$ cat src/hw/br_defines.svh
`ifndef BR_DEFINES_SVH
`define BR_DEFINES_SVH

// datapath width, pc and operands alike
`define BR_XLEN 32

// uop field widths
`define BR_COND_W 4
`define BR_SRC_SEL_W 2

// sequential pc step, chosen by cmt
`define BR_STEP_CMT 4
`define BR_STEP_PAIR 8

// branch offsets are in words
`define BR_IMM_SHIFT 2

`endif
$ cat src/hw/br_uop_pkg.sv
`include "br_defines.svh"

package br_uop_pkg;

    // branch condition codes, anything else is not a branch
    typedef enum logic [`BR_COND_W-1:0] {
        JIRL = 4'd3,
        B    = 4'd4,
        BL   = 4'd5,
        BEQ  = 4'd6,
        BNE  = 4'd7,
        BLT  = 4'd8,
        BGE  = 4'd9,
        BLTU = 4'd10,
        BGEU = 4'd11
    } br_cond_e;

    // where an operand comes from
    typedef enum logic [`BR_SRC_SEL_W-1:0] {
        REG  = 2'd0,
        BYP0 = 2'd1,
        BYP1 = 2'd2
    } br_src_sel_e;

    typedef struct packed {
        logic        is_branch;
        br_cond_e    cond;
        br_src_sel_e sel1;
        br_src_sel_e sel2;
    } br_uop_t;

endpackage

$ cat src/hw/br_pipe_pkg.sv
`include "br_defines.svh"

package br_pipe_pkg;

    // as issued, before forwarding
    typedef struct packed {
        logic [`BR_XLEN-1:0]   pc;
        logic                  cmt;
        br_uop_pkg::br_uop_t   uop;
        logic [`BR_XLEN-1:0]   imm;
        logic [`BR_XLEN-1:0]   rs1;
        logic [`BR_XLEN-1:0]   rs2;
        logic                  pred_taken;
        logic [`BR_XLEN-1:0]   pred_pc;
    } br_issue_t;

    // operands resolved
    typedef struct packed {
        logic [`BR_XLEN-1:0]   pc;
        logic                  cmt;
        br_uop_pkg::br_uop_t   uop;
        logic [`BR_XLEN-1:0]   imm;
        logic [`BR_XLEN-1:0]   src1;
        logic [`BR_XLEN-1:0]   src2;
        logic                  pred_taken;
        logic [`BR_XLEN-1:0]   pred_pc;
    } br_exec_t;

    typedef struct packed {
        logic [`BR_XLEN-1:0] pc;
        logic                is_branch;  // gates the predictor update
        logic                taken;
        logic [`BR_XLEN-1:0] target;     // next pc, taken or not
        logic                dir_fail;
        logic                addr_fail;
    } br_result_t;

    typedef struct packed {
        logic [`BR_XLEN-1:0] pc;
        logic                taken;
        logic [`BR_XLEN-1:0] target;
    } br_update_t;

endpackage

$ cat src/hw/br_exec_top.sv
`timescale 1ns/1ps

`include "br_defines.svh"

module br_exec_top (
    input  logic                    clk,
    input  logic                    rst,
    input  logic                    in_valid,
    input  br_pipe_pkg::br_issue_t  in_pkt,
    input  logic [`BR_XLEN-1:0]     byp0,
    input  logic [`BR_XLEN-1:0]     byp1,
    output logic                    res_valid,
    output br_pipe_pkg::br_result_t res,
    output logic                    redirect,
    output logic [`BR_XLEN-1:0]     redirect_pc,
    output logic                    upd_valid,
    output br_pipe_pkg::br_update_t upd
);

    br_pipe_pkg::br_exec_t   s1_in;
    br_pipe_pkg::br_exec_t   s1_data;
    br_pipe_pkg::br_result_t s2_in;
    br_pipe_pkg::br_result_t s2_data;
    logic                    s1_valid;
    logic                    s2_valid;
    logic                    flush;

    br_operand_sel u_operand_sel (
        .in_pkt  (in_pkt),
        .byp0    (byp0),
        .byp1    (byp1),
        .out_pkt (s1_in)
    );

    // flush blocks the incoming uop
    br_stage_reg #(.payload_t(br_pipe_pkg::br_exec_t)) s1_reg (
        .clk       (clk),
        .rst       (rst),
        .flush     (flush),
        .in_valid  (in_valid),
        .in_data   (s1_in),
        .out_valid (s1_valid),
        .out_data  (s1_data)
    );

    br_resolve u_resolve (
        .pkt    (s1_data),
        .result (s2_in)
    );

    // flush drops whatever sat in s1
    br_stage_reg #(.payload_t(br_pipe_pkg::br_result_t)) s2_reg (
        .clk       (clk),
        .rst       (rst),
        .flush     (flush),
        .in_valid  (s1_valid),
        .in_data   (s2_in),
        .out_valid (s2_valid),
        .out_data  (s2_data)
    );

    br_redirect u_redirect (
        .clk         (clk),
        .rst         (rst),
        .in_valid    (s2_valid),
        .in_res      (s2_data),
        .flush       (flush),
        .res_valid   (res_valid),
        .res         (res),
        .redirect    (redirect),
        .redirect_pc (redirect_pc),
        .upd_valid   (upd_valid),
        .upd         (upd)
    );

endmodule

$ cat src/hw/br_redirect.sv
`timescale 1ns/1ps

`include "br_defines.svh"

module br_redirect (
    input  logic                    clk,
    input  logic                    rst,
    input  logic                    in_valid,
    input  br_pipe_pkg::br_result_t in_res,
    output logic                    flush,
    output logic                    res_valid,
    output br_pipe_pkg::br_result_t res,
    output logic                    redirect,
    output logic [`BR_XLEN-1:0]     redirect_pc,
    output logic                    upd_valid,
    output br_pipe_pkg::br_update_t upd
);

    logic mispredict;

    assign mispredict = in_res.dir_fail | in_res.addr_fail;

    // kills the two younger uops behind this one
    assign flush = in_valid & mispredict;

    always_ff @(posedge clk) begin
        if (rst) begin
            res_valid <= 1'b0;
            redirect  <= 1'b0;
            upd_valid <= 1'b0;
        end else begin
            res_valid <= in_valid;
            redirect  <= flush;
            upd_valid <= in_valid & in_res.is_branch;
        end
    end

    always_ff @(posedge clk) begin
        if (in_valid) begin
            res         <= in_res;
            redirect_pc <= in_res.target;  // step already folded in
            upd.pc      <= in_res.pc;
            upd.taken   <= in_res.taken;
            upd.target  <= in_res.target;
        end
    end

endmodule

$ cat src/hw/br_resolve.sv
`timescale 1ns/1ps

`include "br_defines.svh"

module br_resolve (
    input  br_pipe_pkg::br_exec_t   pkt,
    output br_pipe_pkg::br_result_t result
);

    logic                src_eq;
    logic                src_ltu;
    logic                src_lt;
    logic                cond_hit;
    logic                taken;
    logic [`BR_XLEN-1:0] offs;
    logic [`BR_XLEN-1:0] seq_pc;
    logic [`BR_XLEN-1:0] br_pc;
    logic [`BR_XLEN-1:0] target;
    logic                pc_miss;

    assign src_eq  = (pkt.src1 == pkt.src2);
    assign src_ltu = (pkt.src1 < pkt.src2);
    assign src_lt  = ($signed(pkt.src1) < $signed(pkt.src2));

    always_comb begin
        case (pkt.uop.cond)
            br_uop_pkg::JIRL,
            br_uop_pkg::B,
            br_uop_pkg::BL:   cond_hit = 1'b1;  // unconditional
            br_uop_pkg::BEQ:  cond_hit = src_eq;
            br_uop_pkg::BNE:  cond_hit = ~src_eq;
            br_uop_pkg::BLT:  cond_hit = src_lt;
            br_uop_pkg::BGE:  cond_hit = ~src_lt;
            br_uop_pkg::BLTU: cond_hit = src_ltu;
            br_uop_pkg::BGEU: cond_hit = ~src_ltu;
            default:          cond_hit = 1'b0;
        endcase
    end

    assign taken = pkt.uop.is_branch & cond_hit;

    assign offs   = pkt.imm << `BR_IMM_SHIFT;
    assign seq_pc = pkt.cmt ? pkt.pc + `BR_XLEN'(`BR_STEP_CMT)
                            : pkt.pc + `BR_XLEN'(`BR_STEP_PAIR);

    // jirl is register indirect, the rest pc relative
    assign br_pc  = (pkt.uop.cond == br_uop_pkg::JIRL) ? pkt.src1 + offs
                                                        : pkt.pc + offs;
    assign target = taken ? br_pc : seq_pc;

    assign pc_miss = (pkt.pred_pc != target);

    always_comb begin
        result.pc        = pkt.pc;
        result.is_branch = pkt.uop.is_branch;
        result.taken     = taken;
        result.target    = target;
        if (taken != pkt.pred_taken) begin
            result.dir_fail  = 1'b1;
            result.addr_fail = 1'b1;
        end else if (taken && pc_miss) begin
            // right direction, wrong place
            result.dir_fail  = 1'b0;
            result.addr_fail = 1'b1;
        end else begin
            result.dir_fail  = 1'b0;
            result.addr_fail = 1'b0;
        end
    end

endmodule

$ cat src/hw/br_operand_sel.sv
`timescale 1ns/1ps

`include "br_defines.svh"

module br_operand_sel (
    input  br_pipe_pkg::br_issue_t in_pkt,
    input  logic [`BR_XLEN-1:0]    byp0,
    input  logic [`BR_XLEN-1:0]    byp1,
    output br_pipe_pkg::br_exec_t  out_pkt
);

    function automatic logic [`BR_XLEN-1:0] pick_src(
        input br_uop_pkg::br_src_sel_e sel,
        input logic [`BR_XLEN-1:0]     rs,
        input logic [`BR_XLEN-1:0]     b0,
        input logic [`BR_XLEN-1:0]     b1
    );
        logic [`BR_XLEN-1:0] val;
        case (sel)
            br_uop_pkg::BYP0: val = b0;
            br_uop_pkg::BYP1: val = b1;
            default:          val = rs;  // reg file value
        endcase
        return val;
    endfunction

    always_comb begin
        out_pkt.pc         = in_pkt.pc;
        out_pkt.cmt        = in_pkt.cmt;
        out_pkt.uop        = in_pkt.uop;
        out_pkt.imm        = in_pkt.imm;
        out_pkt.src1       = pick_src(in_pkt.uop.sel1, in_pkt.rs1, byp0, byp1);
        out_pkt.src2       = pick_src(in_pkt.uop.sel2, in_pkt.rs2, byp0, byp1);
        out_pkt.pred_taken = in_pkt.pred_taken;
        out_pkt.pred_pc    = in_pkt.pred_pc;
    end

endmodule

$ cat src/hw/br_stage_reg.sv
`timescale 1ns/1ps

module br_stage_reg #(
    parameter type payload_t = logic
) (
    input  logic     clk,
    input  logic     rst,
    input  logic     flush,
    input  logic     in_valid,
    input  payload_t in_data,
    output logic     out_valid,
    output payload_t out_data
);

    always_ff @(posedge clk) begin
        if (rst || flush) begin
            out_valid <= 1'b0;
        end else begin
            out_valid <= in_valid;
        end
    end

    // hold payload on bubbles
    always_ff @(posedge clk) begin
        if (in_valid) begin
            out_data <= in_data;
        end
    end

endmodule

$ cat config.mk
export PLATFORM = sky130hd
export DESIGN_NAME = br_exec_top
export DESIGN_NICKNAME = d
export VERILOG_FILES = /design/src/hw/br_uop_pkg.sv /design/src/hw/br_pipe_pkg.sv /design/src/hw/br_exec_top.sv /design/src/hw/br_redirect.sv /design/src/hw/br_resolve.sv /design/src/hw/br_operand_sel.sv /design/src/hw/br_stage_reg.sv
export VERILOG_INCLUDE_DIRS = /design/src /design/src/hw
export SDC_FILE = /design/constraint.sdc
export NUM_CORES = 1
export LEC_CHECK = 0
export BUFFER_PORTS_ARGS = -buffer_cell sky130_fd_sc_hd__clkbuf_2
export CORE_MARGIN = 1
export CORE_UTILIZATION = 30
export CTS_CLUSTER_DIAMETER = 60
export DETAILED_ROUTE_END_ITERATION = 7
export GPL_TIMING_DRIVEN = 0
export HOLD_SLACK_MARGIN = 0.05
export PLACE_DENSITY_LB_ADDON = 0.2
export SYNTH_ARGS = -nofsm -noshare
export SYNTH_HDL_FRONTEND = slang
export SYNTH_SLANG_ARGS = --single-unit
$ cat constraint.sdc
create_clock -name clk -period 8.75 [get_ports clk]
set_clock_uncertainty 0.1 [all_clocks]
set_input_delay 0.4375 -clock clk [delete_from_list [all_inputs] [get_ports clk]]
set_output_delay 0.4375 -clock clk [all_outputs]
set_load 0.05 [all_outputs]
After elaboration in Yosys (flattened, before gate mapping) --
Cells that the tools add are included.
Storage, ports and cells: bits in registers 306, bits in latches 0, RAM bits 0, bits in read-only memories 0, input port bits 238, output and inout bits 168, memories kept 0
Operators by class: add/subtract/negate cells 4, multipliers 0, divide/modulo/power cells 0, $lt $le $gt $ge 2, eq/ne operators 16, shift operators 0, mux-type cells 7, bitwise operators 7, reduce and logical (&&, ||, !) cells 3
Operators with widths (number):
- $pmux W32 S2 | 2
- $mux W32 | 3
- $add A32 B32 Y32 | 2
- $lt A32 B32 Y1 | 2
- $add A32 B3 Y32 const B | 1
- $add A32 B4 Y32 const B | 1
- $eq A32 B32 Y1 | 1
- $ne A32 B32 Y1 | 1
- $eq A4 B3 Y1 const B | 4
- $eq A4 B4 Y1 const B | 4
- $pmux W1 S7 | 1
- $eq A2 B1 Y1 const B | 2
- $eq A2 B2 Y1 const B | 2
- $eq A4 B2 Y1 const B | 1
- $and A1 B1 Y1 | 3
- $not A1 Y1 | 3
- $reduce_or A3 Y1 | 1
- $logic_and A1 B1 Y1 | 1
- $logic_or A1 B1 Y1 | 1
- $mux W1 | 1
- $ne A1 B1 Y1 | 1
- $or A1 B1 Y1 | 1

Depth between registers and ports, before layout --
depth after elaboration 8, depth in mapped cells 17

Modules after synthesis --
Synthesis repeated with hierarchy kept, for this count alone.
Unflattened totals: cell total of the unflattened synthesis 1392, area, all modules 16803.6 sq um
By module, submodules not included:
- br_stage_reg (s1_reg) | times used 1, cells each 173, area an instance 5167.5 sq um, seq. area each 5154.9 sq um
- br_resolve | times used 1, cells each 644, area an instance 4619.4 sq um, seq. area each 0.0 sq um
- br_redirect | times used 1, cells each 172, area an instance 2865.2 sq um, seq. area each 2102.0 sq um
- br_operand_sel | times used 1, cells each 333, area an instance 2077.0 sq um, seq. area each 0.0 sq um
- br_stage_reg (s2_reg) | times used 1, cells each 70, area an instance 2074.5 sq um, seq. area each 2062.0 sq um

Worst setup path before layout --
OpenSTA, ideal clock, no wires.
kind register to register, start point reg s1_reg.out_data[135] in the netlist's numbering, end point reg s2_reg.out_data[0] in the netlist's numbering, data pin, setup time 265 ps, data arrival time 4163 ps, required time 8385 ps, path slack 4222 ps, stages on the path, launching flop included 18, period minus slack after synthesis 4528 ps, cells stage by stage edfxtp_1 and4bb_1 buf_6 clkbuf_1 mux2_2 ha_1 fa_1 a21o_1 a221oi_2 or3_4 a21boi_1 o21ai_1 nand2b_1 xnor2_1 a2111oi_0 o2111ai_1 nor4_1 a21oi_1
Between the ends: longest elaborated chain between the ends 8, elaborated cells on any way between the ends 18, those cells by class eq/ne: 11; mux: 4; bitwise: 1; reduce/logical: 2
RTL lines:
- from (decl) | line br_stage_reg.sv:12 | output payload_t out_data
- from (signal assigned) | line br_stage_reg.sv:26 | out_data <= in_data;
- $eq A4 B3 Y1 / $eq A4 B2 Y1 (equally long branches) | line br_resolve.sv:26, br_resolve.sv:47
- $reduce_or A3 Y1 | line br_resolve.sv:26 | case (pkt.uop.cond)
- $pmux W1 S7 | line br_resolve.sv:26
- $and A1 B1 Y1 | line br_resolve.sv:40 | assign taken = pkt.uop.is_branch & cond_hit;
- $mux W32 | line br_resolve.sv:49 | assign target = taken ? br_pc : seq_pc;
- $ne A32 B32 Y1 | line br_resolve.sv:51 | assign pc_miss = (pkt.pred_pc != target);
- $logic_and A1 B1 Y1 | line br_resolve.sv:61 | end else if (taken && pc_miss) begin
- $mux W1 | line br_resolve.sv:61
- to (signal assigned) | line br_stage_reg.sv:26
- to (decl) | line br_stage_reg.sv:12
Several ways; a longest one is shown, not always the timed one. A chain may end at the register's enable or synchronous reset.

Worst setup path in the final report --
Same ends and word-level chain as after synthesis.

==> results.md <==
* GRT Util Overall at 19.0%
* Critical path required time at 8910 ps
* Clock Sinks at 306
* Root cell of the clock tree: clkbuf_16
* Tmin final at 5750 ps
* Post-route cell area at 20,500 um2
* H-tree Lvls at 2
* Layout area overhead at 32.8%
* Synth cell types at 64
* Syn Inst Count at 1,250
* Post-synth top area share at 58.5%
* Detailed Place HPWL at 40.2 mm
* IO Count at 406
* GR Overflow Total at 0
* Die X-Extent at 229 um
* Post-Layout Cell Count at 2,492
* Via Count at 11,500
* Total die area at 52,400 um2
* Hold Fails Final Rpt at 0
* Synth area leader: edfxtp_1
* Drt first pass iters at 5
* Remaining routing DRC violations at 0
* Cell area after synthesis at 15,400 um2
* Slew Limit Fails at 0
* RSZ-0062 raised after global routing: no
* Post-Route WL at 50.2 mm
* Power density over the cells at 196 nW/um2
* Resize count post-CTS at 0
* Pin count of the biggest net entering global routing at 108
* GPL Wtd Cong at 0.891
* Commonest non-fill, non-tap cells in the layout: clkbuf_2, edfxtp_1, nand2_1
* IR drop worst, VDD at 0.106 mV
* Yosys warns at 0
* Slew HR at 42.2%
* Initial DRC count at 506
* Crit Path Class: reg -> reg
* ANT nets after route at 0
* Max Freq at 174 MHz
* Max_cap viols at 0
* M2 GR Usage at 32.3%
* Post-synth EDFFs at 301
* CP max stage delay at 590 ps
* Dominant cells by area after synthesis: edfxtp_1, ha_1, buf_4
* Crit path DAT at 5910 ps
* Starting density of the core at 30.6%
* Core area at 50,500 um2
* Reg power frac at 45.3%
* Clock Power Share at 34.0%
* Number of global-route vias before repair at 12,000
* CP most frequent cell: a21oi_1
* Comb power frac at 20.6%
* Seq cells post-synth at 306
* Cell Area, Placed at 18,400 um2
* Avg Synthesized Cell Area at 12.4 um2
* CTS buffer count at 35
* Psw at 1.15 mW
* Clock transition at the registers of the reported paths at 60 ps
* Hold WC Path Type: in -> reg
* FP Rows at 82
* Lkg Pwr at 8.43 nW
* Post-synth ARST share at 0%
* Internal Power at 2.87 mW
* M3 GR Usage at 3.49%
* Critical Path End Type: flop
* Grt met1 use at 25.0%
* Top FF cell, synth: edfxtp_1
* Cell total after placement at 2,328
* Slowest cell on the critical path: a2111oi_0
* Synth Net Count at 1,556
* Routed WL per cell at 20.2 um
* Die Ht at 229 um
* CP Max Fanout at 10
* Status: finished, final reports clean
* Worst slew pin tran at 845 ps
* CP Cell Sequence: and4bb_1, buf_6, clkbuf_1, mux2_2, ha_1, fa_1, a21o_1, a221oi_2, or3_4, a211oi_2, o21ai_1, a31oi_2, xnor2_1, a2111oi_0, a21oi_1, nor3_1, a21oi_1
* PortBufs at 403
* CTS tree: yes
* Clk Latency, worst-skew pair at 520 ps
* Final core area utilization at 40.6%
* Switching share of power at 28.7%
* CTS Buffer Depth at 3
* Sequential area share after synthesis at 59.2%
* Final Cycle Share at 65.7%
* # nets final at 2,101
* Most common cell after layout, fill and taps aside: clkbuf_2
* Count of final setup violators at 0
* Grt peak-use layer: met2
* Post-CTS Setup Bufs at 0
* Critical Path Start Type: flop
* Vias per std cell at 4.62
* Layout cells sized above 1 at 32.7%
* First-pass GRT wire length at 74.3 mm
* Fillers at 4,917
* Initial antenna violation count at 8
* Setup TNS at 0 ps
[final cells by class]
type	instances	area [um2]	share of cell area [%]
antenna	1	2.50	0.0122
clock buffer	43	948	4.63
sequential	306	9150	44.6
inverter	50	190	0.928
multi-input combinational	752	5190	25.3
timing repair buffer	508	3130	15.3
clock inverter	18	133	0.647
buffer	142	922	4.50
tap	672	841	4.10
[power groups by stage]
stage | clock network [mW] | registers, mW | logic (mW)
after floorplan | 0 | 1.85 | 0.483
after global placement | 0 | 1.87 | 0.781
after detailed placement | 0 | 1.86 | 0.794
after CTS | 1.42 | 1.83 | 0.838
after global routing | 1.47 | 1.84 | 0.912
final | 1.37 | 1.83 | 0.831
[repair_timing]
action	in CTS	in global routing
hold buffers	102	0
endpoints found under the hold margin	102	0
endpoints found under the setup margin	0	0
[layer usage]
layer / up-vias / wire (um)
met4: 14 / 896
li1: 5655 / -
met2: 413 / 23800
met1: 5375 / 22800
met5: - / 90
met3: 67 / 2650
[Yosys cell counts, types with 3 or more instances]
library cell / count
o221ai_1: 3
o21bai_1: 4
a2111oi_0: 4
a211o_1: 3
a21o_1: 17
nor2b_1: 4
nand2_1: 124
xnor2_1: 52
nor4_1: 6
nor3_1: 10
a21oi_1: 47
inv_1: 49
o21a_1: 4
dfxtp_1: 5
o21ai_1: 4
o31a_1: 3
a22oi_1: 65
nand4_1: 17
o2111ai_1: 4
clkbuf_1: 40
and4_1: 6
or3_1: 3
nor3b_1: 5
a211oi_1: 4
a31oi_1: 8
nand2b_1: 4
nand3_1: 18
ha_1: 67
mux2i_1: 12
and2_1: 12
buf_6: 3
o21ai_0: 96
buf_4: 97
nor2_1: 36
and3_1: 11
mux2_2: 28
edfxtp_1: 301
xor2_1: 34
o211ai_1: 9
[stage by stage]
| stage | worst slack (ps) | hold WS, ps | power (mW) |
|---|---|---|---|
| 6_report | 3000 | 105 | 4.03 |
| 3_5_place_dp | 2960 | 305 | 2.65 |
| 3_3_place_gp | 2990 | 302 | 2.65 |
| 2_1_floorplan | 4220 | 300 | 2.34 |
| 4_1_cts | 2840 | 86.0 | 4.09 |
| 5_1_grt | 2510 | 92.9 | 4.22 |
[state kept, by name, indices dropped and copies added, names as in the netlist]
name / count
s1_reg.out_data: 165
s2_reg.out_data: 68
u_redirect.upd: 65
u_redirect.res: 3
s1_reg.out_valid: 1
s2_reg.out_valid: 1
u_redirect.redirect: 1
u_redirect.res_valid: 1
u_redirect.upd_valid: 1
[path summary, 6_finish.rpt]
path | start | endpoint | slack [ps] | cells after the start
worst max-delay path | s1_reg.out_data[135] | s2_reg.out_data[0] | 3000 | 17
worst min-delay path | in_pkt[47] | s1_reg.out_data[47] | 110 | 3
worst max register to register | s1_reg.out_data[135] | s2_reg.out_data[0] | 3000 | 17
worst min register to register | s2_reg.out_data[20] | u_redirect.upd[18] | 310 | 0
[cell families (layout without fill, tap and decap cells)]
group / count (synthesis) / in the layout / synth area share, %
flops: 306 / 306 / 59.2
compound gates: 291 / 291 / 12.0
mux: 41 / 41 / 2.89
other cells: 0 / 1 / 0
simple gates: 266 / 266 / 8.26
buf+inv: 192 / 761 / 7.20
xor+xnor: 86 / 86 / 4.88
fa+ha+maj: 68 / 68 / 5.56
[worst max-delay path, delay by kind of cell (launching register included)]
family                   cells  cell delay [ps]
multiplexers                 1              420
flip-flops                   1              450
buffers and inverters        2              730
AND/OR/NAND/NOR              3              890
XOR/XNOR                     1              200
AO/OA/AOI/OAI                8             2090
adder cells (fa/ha/maj)      2              620
No activity file was read; power rests on OpenSTA's default activity.
